`src/source/stepper_consts.svh`:
```
`ifndef STEPPER_CONSTS_SVH
`define STEPPER_CONSTS_SVH

// SPI command word
`define WORD_BITS 64

// Coil current widths
`define CUR_BITS 13
`define TARGET_BITS 12

// Move parameters
`define COUNT_BITS 24
`define STEP_PERIOD 16

// Header opcodes, found in word bits 63 to 56
`define OP_ENABLE 8'h0a
`define OP_MOVE 8'h01
`define OP_CURRENT 8'h0b

`endif

```
`src/source/coil_drive_pkg.sv`:
```
package coil_drive_pkg;

  // How one H-bridge is driven
  typedef enum logic [1:0] {
    COIL_OFF = 2'd0,
    COIL_FWD = 2'd1,
    COIL_REV = 2'd2,
    COIL_BRAKE = 2'd3
  } coil_drive_t;

  // Full-step phase index
  typedef logic [1:0] phase_t;

endpackage

```
`src/source/stepper_cmd_pkg.sv`:
```
`include "stepper_consts.svh"

package stepper_cmd_pkg;

  // Opcodes carried in a header word
  typedef enum logic [7:0] {
    OPC_MOVE = `OP_MOVE,
    OPC_ENABLE = `OP_ENABLE,
    OPC_CURRENT = `OP_CURRENT
  } opcode_t;

  // Decoder expects either a header or the count word of a move
  typedef enum logic [0:0] {
    DEC_HEADER = 1'b0,
    DEC_COUNT = 1'b1
  } dec_state_t;

endpackage

```
`src/source/command_decoder.sv`:
```
`timescale 1ns/1ns
`include "stepper_consts.svh"

module command_decoder import stepper_cmd_pkg::*; (
  input  logic                     CLK,
  input  logic                     resetn,
  input  logic [`WORD_BITS-1:0]    word,
  input  logic                     word_valid,
  input  logic                     cs_n_sync,
  output logic                     enable,
  output logic [`TARGET_BITS-1:0]  target_a,
  output logic [`TARGET_BITS-1:0]  target_b,
  output logic                     move_start,
  output logic                     move_dir,
  output logic [`COUNT_BITS-1:0]   move_count,
  output logic                     cmd_error
);

  dec_state_t state;
  opcode_t    opcode;

  assign opcode = opcode_t'(word[63:56]);

  always_ff @(posedge CLK) begin
    if (!resetn) begin
      state <= DEC_HEADER;
      enable <= 1'b0;
      target_a <= '0;
      target_b <= '0;
      move_start <= 1'b0;
      move_dir <= 1'b0;
      move_count <= '0;
      cmd_error <= 1'b0;
    end else begin
      move_start <= 1'b0;
      cmd_error <= 1'b0;
      if (cs_n_sync) begin
        state <= DEC_HEADER;  // Frame ended
      end else if (word_valid) begin
        case (state)
          DEC_HEADER: begin
            case (opcode)
              OPC_ENABLE: enable <= word[0];
              OPC_CURRENT: begin
                target_a <= word[11:0];
                target_b <= word[27:16];
              end
              OPC_MOVE: begin
                move_dir <= word[0];
                state <= DEC_COUNT;  // Count follows
              end
              default: cmd_error <= 1'b1;
            endcase
          end
          DEC_COUNT: begin
            move_count <= word[`COUNT_BITS-1:0];
            move_start <= 1'b1;
            state <= DEC_HEADER;
          end
          default: state <= DEC_HEADER;
        endcase
      end
    end
  end

endmodule

```
`src/source/current_chopper.sv`:
```
`timescale 1ns/1ns
`include "stepper_consts.svh"

module current_chopper import coil_drive_pkg::*; (
  input  logic                            CLK,
  input  logic                            resetn,
  input  logic                            enable,
  input  phase_t                          phase,
  input  logic signed [`CUR_BITS-1:0]     current_a,
  input  logic signed [`CUR_BITS-1:0]     current_b,
  input  logic        [`TARGET_BITS-1:0]  target_a,
  input  logic        [`TARGET_BITS-1:0]  target_b,
  output logic                            cmp_a,
  output logic                            cmp_b,
  output logic [3:0]                      gate_a,
  output logic [3:0]                      gate_b
);

  coil_drive_t drive_a;
  coil_drive_t drive_b;

  // Magnitude as 12 unsigned bits
  function automatic logic [`TARGET_BITS-1:0] mag(input logic signed [`CUR_BITS-1:0] cur);
    logic [`CUR_BITS-1:0] abs_val;
    abs_val = cur[`CUR_BITS-1] ? -cur : cur;
    return abs_val[`TARGET_BITS-1:0];
  endfunction

  // high1, low1, high2, low2
  function automatic logic [3:0] gates(input coil_drive_t drv);
    case (drv)
      COIL_FWD: return 4'b1001;
      COIL_REV: return 4'b0110;
      COIL_BRAKE: return 4'b0101;
      default: return 4'b0000;
    endcase
  endfunction

  always_ff @(posedge CLK) begin
    if (!resetn) begin
      cmp_a <= 1'b1;  // Brake until a target is set
      cmp_b <= 1'b1;
    end else begin
      cmp_a <= mag(current_a) >= target_a;
      cmp_b <= mag(current_b) >= target_b;
    end
  end

  always_comb begin
    drive_a = (phase == 2'd1 || phase == 2'd2) ? COIL_REV : COIL_FWD;
    drive_b = phase[1] ? COIL_REV : COIL_FWD;
    if (cmp_a) drive_a = COIL_BRAKE;
    if (cmp_b) drive_b = COIL_BRAKE;
    if (!enable) begin
      drive_a = COIL_OFF;
      drive_b = COIL_OFF;
    end
  end

  assign gate_a = gates(drive_a);
  assign gate_b = gates(drive_b);

endmodule

```
`src/source/spi_word_rx.sv`:
```
`timescale 1ns/1ns
`include "stepper_consts.svh"

module spi_word_rx (
  input  logic                   CLK,
  input  logic                   resetn,
  input  logic                   sck,
  input  logic                   cs_n,
  input  logic                   copi,
  output logic [`WORD_BITS-1:0]  word,
  output logic                   word_valid,
  output logic                   cs_n_sync
);

  localparam int BYTE_W = $clog2(`WORD_BITS / 8);

  logic [2:0]        pin_meta;  // sck, cs_n, copi
  logic [2:0]        pin_sync;
  logic              sck_prev;
  logic              sck_rise;
  logic [7:0]        byte_sr;
  logic [2:0]        bit_cnt;
  logic [BYTE_W-1:0] byte_cnt;
  logic [7:0]        byte_next;

  assign cs_n_sync = pin_sync[1];
  assign sck_rise = pin_sync[2] & ~sck_prev;
  assign byte_next = {byte_sr[6:0], pin_sync[0]};

  always_ff @(posedge CLK) begin
    if (!resetn) begin
      pin_meta <= 3'b010;  // Deselected
      pin_sync <= 3'b010;
      sck_prev <= 1'b0;
    end else begin
      pin_meta <= {sck, cs_n, copi};
      pin_sync <= pin_meta;
      sck_prev <= pin_sync[2];
    end
  end

  always_ff @(posedge CLK) begin
    if (sck_rise && !cs_n_sync) begin
      byte_sr <= byte_next;
      if (bit_cnt == 3'd7) begin
        word[byte_cnt*8 +: 8] <= byte_next;  // Lowest byte first
      end
    end
  end

  always_ff @(posedge CLK) begin
    if (!resetn) begin
      bit_cnt <= '0;
      byte_cnt <= '0;
      word_valid <= 1'b0;
    end else begin
      word_valid <= 1'b0;
      if (cs_n_sync) begin
        bit_cnt <= '0;  // Drop any partial word
        byte_cnt <= '0;
      end else if (sck_rise) begin
        bit_cnt <= bit_cnt + 3'd1;
        if (bit_cnt == 3'd7) begin
          byte_cnt <= byte_cnt + 1'b1;
          if (byte_cnt == BYTE_W'(`WORD_BITS / 8 - 1)) begin
            word_valid <= 1'b1;
          end
        end
      end
    end
  end

endmodule

```
`src/source/step_sequencer.sv`:
```
`timescale 1ns/1ns
`include "stepper_consts.svh"

module step_sequencer import coil_drive_pkg::*; (
  input  logic                    CLK,
  input  logic                    resetn,
  input  logic                    enable,
  input  logic                    move_start,
  input  logic                    move_dir,
  input  logic [`COUNT_BITS-1:0]  move_count,
  output logic                    step,
  output logic                    dir,
  output logic                    busy,
  output logic                    move_done,
  output phase_t                  phase
);

  localparam int PERIOD_W = $clog2(`STEP_PERIOD);

  logic [`COUNT_BITS-1:0] remaining;
  logic [PERIOD_W-1:0]    period_cnt;

  always_ff @(posedge CLK) begin
    if (!resetn) begin
      step <= 1'b0;
      dir <= 1'b0;
      busy <= 1'b0;
      move_done <= 1'b0;
      phase <= '0;
      remaining <= '0;
      period_cnt <= '0;
    end else begin
      step <= 1'b0;
      move_done <= 1'b0;
      if (!enable) begin
        busy <= 1'b0;  // Abort, no done
      end else if (!busy) begin
        if (move_start) begin
          busy <= 1'b1;
          dir <= move_dir;
          remaining <= move_count;
          period_cnt <= '0;
        end
      end else if (remaining == '0) begin
        busy <= 1'b0;
        move_done <= 1'b1;
      end else if (period_cnt == PERIOD_W'(`STEP_PERIOD - 1)) begin
        period_cnt <= '0;
        step <= 1'b1;
        remaining <= remaining - 1'b1;
        if (dir) begin
          phase <= phase + 2'd1;
        end else begin
          phase <= phase - 2'd1;  // Wraps 0 to 3
        end
      end else begin
        period_cnt <= period_cnt + 1'b1;
      end
    end
  end

endmodule

```
`src/source/stepper_core.sv`:
```
`timescale 1ns/1ns
`include "stepper_consts.svh"

module stepper_core import coil_drive_pkg::*; (
  input  logic                         CLK,
  input  logic                         resetn,
  input  logic                         sck,
  input  logic                         cs_n,
  input  logic                         copi,
  input  logic signed [`CUR_BITS-1:0]  current_a,
  input  logic signed [`CUR_BITS-1:0]  current_b,
  output logic                         step,
  output logic                         dir,
  output logic                         busy,
  output logic                         move_done,
  output logic                         cmd_error,
  output logic                         cmp_a,
  output logic                         cmp_b,
  output logic [3:0]                   gate_a,
  output logic [3:0]                   gate_b
);

  logic [`WORD_BITS-1:0]   word;
  logic                    word_valid;
  logic                    cs_n_sync;
  logic                    enable;
  logic [`TARGET_BITS-1:0] target_a;
  logic [`TARGET_BITS-1:0] target_b;
  logic                    move_start;
  logic                    move_dir;
  logic [`COUNT_BITS-1:0]  move_count;
  phase_t                  phase;

  spi_word_rx spi_rx0 (
    .CLK(CLK), .resetn(resetn), .sck(sck), .cs_n(cs_n), .copi(copi),
    .word(word), .word_valid(word_valid), .cs_n_sync(cs_n_sync)
  );

  command_decoder decoder0 (
    .CLK(CLK), .resetn(resetn), .word(word), .word_valid(word_valid),
    .cs_n_sync(cs_n_sync), .enable(enable), .target_a(target_a), .target_b(target_b),
    .move_start(move_start), .move_dir(move_dir), .move_count(move_count),
    .cmd_error(cmd_error)
  );

  step_sequencer sequencer0 (
    .CLK(CLK), .resetn(resetn), .enable(enable), .move_start(move_start),
    .move_dir(move_dir), .move_count(move_count), .step(step), .dir(dir),
    .busy(busy), .move_done(move_done), .phase(phase)
  );

  current_chopper chopper0 (
    .CLK(CLK), .resetn(resetn), .enable(enable), .phase(phase),
    .current_a(current_a), .current_b(current_b), .target_a(target_a),
    .target_b(target_b), .cmp_a(cmp_a), .cmp_b(cmp_b), .gate_a(gate_a), .gate_b(gate_b)
  );

endmodule

```
`config.mk`:
```
export PLATFORM = sky130hd
export DESIGN_NAME = stepper_core
export DESIGN_NICKNAME = d
export VERILOG_FILES = /design/src/source/coil_drive_pkg.sv /design/src/source/stepper_cmd_pkg.sv /design/src/source/command_decoder.sv /design/src/source/current_chopper.sv /design/src/source/spi_word_rx.sv /design/src/source/step_sequencer.sv /design/src/source/stepper_core.sv
export VERILOG_INCLUDE_DIRS = /design/src /design/src/source
export SDC_FILE = /design/constraint.sdc
export NUM_CORES = 1
export LEC_CHECK = 0
export BUFFER_PORTS_ARGS = -buffer_cell sky130_fd_sc_hd__clkbuf_2
export CORE_AREA = 2 2 101 122
export DETAILED_ROUTE_END_ITERATION = 12
export DIE_AREA = 0 0 103 124
export MAX_ROUTING_LAYER = met4
export PLACE_DENSITY = 0.82
export REMOVE_ABC_BUFFERS = 1
export SLEW_MARGIN = 20
export SYNTH_ARGS = -nofsm -noshare
export SYNTH_HDL_FRONTEND = slang
export SYNTH_SLANG_ARGS = --single-unit
export TNS_END_PERCENT = 20
```
`constraint.sdc`:
```
create_clock -name CLK -period 6 [get_ports CLK]
set_clock_uncertainty 0.1 [all_clocks]
set_input_delay 0.6 -clock CLK [delete_from_list [all_inputs] [get_ports CLK]]
set_output_delay 0.6 -clock CLK [all_outputs]
set_load 0.1 [all_outputs]
```
# ---- Word-level counts from Yosys, hierarchy flattened
# Index checks and enable logic that the tools add are counted.
dict set report word_totals {
  reg_bits 174
  input_bits 31
}
dict set report classes {
  order_cmp 2
  n_addsub 9
  n_reduce_logical 23
  shifts 2
  mux 30
  n_bitwise 11
  eq_ne 16
}
# op n
set op_table {}
lappend op_table {{24-bit two-way mux} 4}
lappend op_table {{64-bit bitwise mux} 1}
lappend op_table {{8-bit by 34-bit variable shift with 64-bit output (first input constant)} 1}
lappend op_table {{8-bit by 34-bit variable part select with 64-bit output} 1}
lappend op_table {{6-bit negation with 34-bit output} 1}
lappend op_table {{12-bit greater-or-equal comparator} 2}
lappend op_table {{24-bit zero test} 1}
lappend op_table {{12-bit two-way mux} 2}
lappend op_table {{12-bit negation} 2}
lappend op_table {{4-bit one-hot mux with 3 select lines} 2}
lappend op_table {{24-bit by 1-bit subtractor with 24-bit output (second input constant)} 1}
lappend op_table {{4-bit AND reduction} 5}
lappend op_table {{8-bit by 4-bit == test with 1-bit output (second input constant)} 2}
lappend op_table {{4-bit two-way mux} 4}
lappend op_table {{2-bit two-way mux} 7}
lappend op_table {{3-bit AND reduction} 4}
lappend op_table {{4-bit OR reduction} 3}
lappend op_table {{2-bit == test (second input constant)} 5}
lappend op_table {{1-bit inverter} 10}
lappend op_table {{1-bit two-way mux} 9}
lappend op_table {{8-bit by 1-bit == test with 1-bit output (second input constant)} 1}
lappend op_table {{3-bit by 1-bit adder with 3-bit output (second input constant)} 2}
lappend op_table {{2-bit by 1-bit == test with 1-bit output (second input constant)} 3}
lappend op_table {{3-bit == test (second input constant)} 2}
lappend op_table {{14 further kinds} 18}

# ---- Longest topological paths before layout
dict set report depth {
  word_depth 7
  ltp_mapped 11
  ltp_nobuf 11
}

# ---- Cells and area by module
# Synthesis repeated with hierarchy kept, for this count alone.
dict set report hier_totals {
  cells_unflattened 877
  area_unflattened_um2 8680.8
}
# mod seq_area_each_um2 instances cells_per_inst area_per_inst_um2
set modules_own_cells {}
lappend modules_own_cells {spi_word_rx 2412.3 1 212 3284.4}
lappend modules_own_cells {step_sequencer 680.7 1 269 2139.6}
lappend modules_own_cells {command_decoder 1061.0 1 236 2089.5}
lappend modules_own_cells {current_chopper 40.0 1 160 1167.4}

# ---- Worst setup path before layout
# No wires, ideal clock.
dict set report synth_timing {
  kind {reg-to-output}
  start {register chopper0.cmp_b}
  end {output gate_b[0]}
  path_stages_with_launch 3
  t_arrival_ps 3301
  required_time_ps 5300
  slack_ps 1999
  n_path_buf 0
  path_cell_list {dfxtp_1 > inv_1 > a21boi_0}
}
dict set report synth_via {
  elab_chain_cells 4
  elab_cells_between_ends 6
  cone_classes {eq/ne (3); mux (3)}
}
# item line_no
set synth_lines {}
lappend synth_lines {{from (decl)} current_chopper.sv:14} ;# output logic cmp_b,
lappend synth_lines {{from (signal assigned)} current_chopper.sv:45} ;# cmp_b <= mag(current_b) >= target_b;
lappend synth_lines {{2-bit two-way mux *} current_chopper.sv:53} ;# if (cmp_b) drive_b = COIL_BRAKE;
lappend synth_lines {{2-bit two-way mux *} current_chopper.sv:54} ;# if (!enable) begin
lappend synth_lines {{2-bit == test / 2-bit by 1-bit == test with 1-bit output (equally long branches)} current_chopper.sv:31} ;# case (drv)
lappend synth_lines {{4-bit one-hot mux with 3 select lines *} current_chopper.sv:31}
lappend synth_lines {{to (decl)} stepper_core.sv:20} ;# output logic [3:0] gate_b
# Every way passes the cells marked *; elsewhere a longest branch is shown, timed or not.

==> flow_summary_export.csv <==
group,metric,value,unit
status,status,"finished clean",
die,io_pins,46,
cells_and_area,multi_input_area,3570,um2
critical_path,critPathMaxFanout,9,
critical_path,critPathKind,"flip-flop to flip-flop",
placed_design,hpwl,10700,um
sta,tightest_slew,1.02,ns
grt,grt_pass1_vias,5529,
critical_path,cp_data_required_time,5.94,ns
power,p_leak,0.00320,uW
power,power.density,271,nW/um2
die,core_area,11500,um2
logic_synthesis,synth_area_leader_cell,"dfxtp_1",
drt,drt-total-wl,15600,um
sta,hold_viol_final,0,
drt,vias,5702,
logic_synthesis,synth_edf_count,43,
clock_network,clockBufferDepth,2,
logic_synthesis,async_reset_ff_frac,0,
critical_path,start_kind,"flip-flop",
logic_synthesis,synth-seq-area-share,0.461,
sta,slew_headroom,0.316,
critical_path,crit_arrival,3.57,ns
cells_and_area,final_net_count,880,
sta,max_freq,275,MHz
power,ir_drop,0.210,mV
logic_synthesis,syn_area,7270,um2
drt,drtIter0Drc,393,
cells_and_area,drive_gt1_frac,0.143,
logic_synthesis,synth_xor_area_frac,0.0349,
power,p_comb_frac,0.048,
placed_design,place_inst,953,
grt,grtUsageTotal,0.265,
clock_network,cts-htree-levels,4,
sta,final_max_slew_viol_count,0,
drt,routed_via_density,5.79,
logic_synthesis,synthSimpleGateAreaFrac,0.219,
die,dieArea,12800,um2
clock_network,cts.repair.resized,0,
die,dieWidth,103,um
clock_network,clock_sinks,146,
job,maxCapViolations,0,
logic_synthesis,synth_top_family_by_area,"simple AND/OR/NAND/NOR gates",
cells_and_area,seqCellArea,3350,um2
logic_synthesis,ys_ff_latch,146,
grt,overflow,0,
logic_synthesis,syn_area_per_cell,9.26,um2
drt,postRouteAntennaNets,0,
logic_synthesis,yosys-mux-area-fraction,0.0458,
sta,period_minus_slack,3.63,ns
cells_and_area,fillCellCount,893,
power,p_sw,475,uW
logic_synthesis,synthTopCellsByCount,"nand2_1, dfxtp_1, nor2_1, a21oi_1, edfxtp_1",
clock_network,numCtsBuffers,17,
die,start_util,0.631,
die,die_h,124,um
power,p_seq_frac,0.462,
logic_synthesis,ys_warn_count,0,
clock_network,cts_tree,"done",
sta,min_period_over_period,0.606,
clock_network,cts_setup_buffers,0,
min_path,hold_path.class,"input port to flip-flop",
cells_and_area,area_growth,12.0,%
drt,drc,0,
placed_design,gp_congestion,0.891,
power,power_switching_share,0.215,
sta,final-setup-viol-count,0,
logic_synthesis,ys_types,65,
power,intPower,1730,uW
clock_network,clk_latency,0.42,ns
sta,rsz0062_at_grt,"false",
logic_synthesis,synth.most_common_cell,"nand2_1",
placed_design,io_buffer_count,45,
grt,grt_max_degree,73,
clock_network,clockRootBuffer,"clkbuf_16",
sta,tns,0,ns
drt,dr.pass1.iters,6,
clock_network,clk_pin_slew,0.06,ns
grt,grt_pass1_wl,25800,um
critical_path,critPathCaptureType,"flip-flop",
logic_synthesis,netlist_instances,785,
power,pwr-share-clk,0.490,
logic_synthesis,yosysTopAreaCellShare,0.284,
drt,detail_route.wl_per_cell,15.8,um
logic_synthesis,synth_compound_area_frac,0.131,
cells_and_area,layout.cells.non_filler,985,
grt,antenna_found_initial,0,
die,std_cell_rows,43,
logic_synthesis,synthAdderAreaFrac,0.0585,
clock_network,cts_hold_buffers,0,
cells_and_area,diodes,0,
logic_synthesis,ys_top_cells_by_area,"dfxtp_1, edfxtp_1, ha_1, nand2_1, mux2i_1",
logic_synthesis,synth_ff_type,"dfxtp_1",
==> path summary, 6_finish.rpt <==
kind	endpoint	cells past startpoint	slack (ns)	start
max	spi_rx0.word[16]	6	2.37	spi_rx0.byte_cnt[0]
min	spi_rx0.pin_meta[1]	2	0.26	cs_n
max reg2reg	spi_rx0.word[16]	6	2.37	spi_rx0.byte_cnt[0]
min reg2reg	spi_rx0.pin_sync[1]	1	0.31	spi_rx0.pin_meta[1]
==> power by group through the flow <==
stage / registers, uW / clock network [uW] / logic [uW]
after floorplan: 1050 / 0 / 58.7
after global placement: 1040 / 0 / 97.9
after detailed placement: 1040 / 0 / 104
after CTS: 1020 / 1080 / 106
after global routing: 1020 / 1130 / 119
final: 1020 / 1080 / 107
==> final cells by class <==
class,count,share of cell area
timing repair buffer,52,0.0341
clock inverter,14,0.0197
sequential,146,0.412
inverter,37,0.0171
tap,157,0.0241
clock buffer,18,0.0553
multi-input combinational,561,0.438
==> worst max-delay path: stages, from the launching register on <==
cell and delay, ns:
dfxtp_1 0.41, inv_1 0.15, ha_1 0.24, ha_1 0.38, nor2b_1 0.30, nor4bb_1 0.76, nor3b_1 0.90
==> placed cells by master (no fill, tap or decap), types with 4 or more instances in the layout <==
cell type,count
inv_1,36
a21boi_0,6
clkbuf_2,45
mux2i_1,31
o21a_1,6
nand2b_1,11
xor2_1,4
o211ai_1,4
xnor2_1,25
and2_1,37
a21oi_2,7
or3_1,7
nor4_1,6
clkinv_2,4
o32ai_1,7
dfxtp_1,103
ha_1,34
a21oi_1,55
o31ai_1,11
buf_4,7
nor3b_1,4
nand4_1,7
nor2_1,65
edfxtp_1,43
a21o_1,9
o21ai_1,4
and3_1,10
o21ai_2,5
nor2b_1,4
nand2_1,110
clkbuf_16,18
nand3_1,19
o21ai_0,17
nor3_1,11
==> sequential cells by signal, summed over array words and instances, names as in the netlist, 2 cells and up <==
signal                 flops
decoder0.target_a         12
spi_rx0.pin_meta           3
spi_rx0.byte_cnt           3
spi_rx0.pin_sync           3
decoder0.move_count       24
decoder0.target_b         12
spi_rx0.bit_cnt            3
sequencer0.remaining      24
spi_rx0.byte_sr            7
sequencer0.phase           2
sequencer0.period_cnt      4
spi_rx0.word              36
==> kinds of logic (layout without fill, tap and decap cells) <==
kind of cell,Yosys count,in the layout
adders and majority gates,34,34
AOI/OAI and AO/OA,146,146
and+or+nand+nor,319,319
muxes,33,33
buffers and inverters,78,121
DFF,146,146
xor gates and xnor gates,29,29
==> metal layers <==
| metal | vias to the layer above | share of wire | GRT usage |
|---|---|---|---|
| met3 | 35 | 0.047 | 0.0477 |
| met5 | - | 0 | - |
| met2 | 176 | 0.52 | 0.449 |
| li1 | 2785 | - | - |
| met1 | 2706 | 0.41 | 0.313 |
| met4 | 0 | 0.018 | 0.106 |
==> per-stage QoR <==
stage                     instance area (um2)  setup WS, ns  utilization  hold slack (ns)  total power [uW]
after global placement                   7520          2.74        0.653            0.292              1140
after global routing                     8150          1.95        0.707            0.271              2260
after CTS                                8130          2.39        0.706            0.257              2210
after detailed placement                 7520          2.50        0.653            0.295              1140
after floorplan                          7050          1.68            -            0.286              1110
final                                    8150          2.37        0.707            0.259              2210
Power figures use the tool's default switching activity.
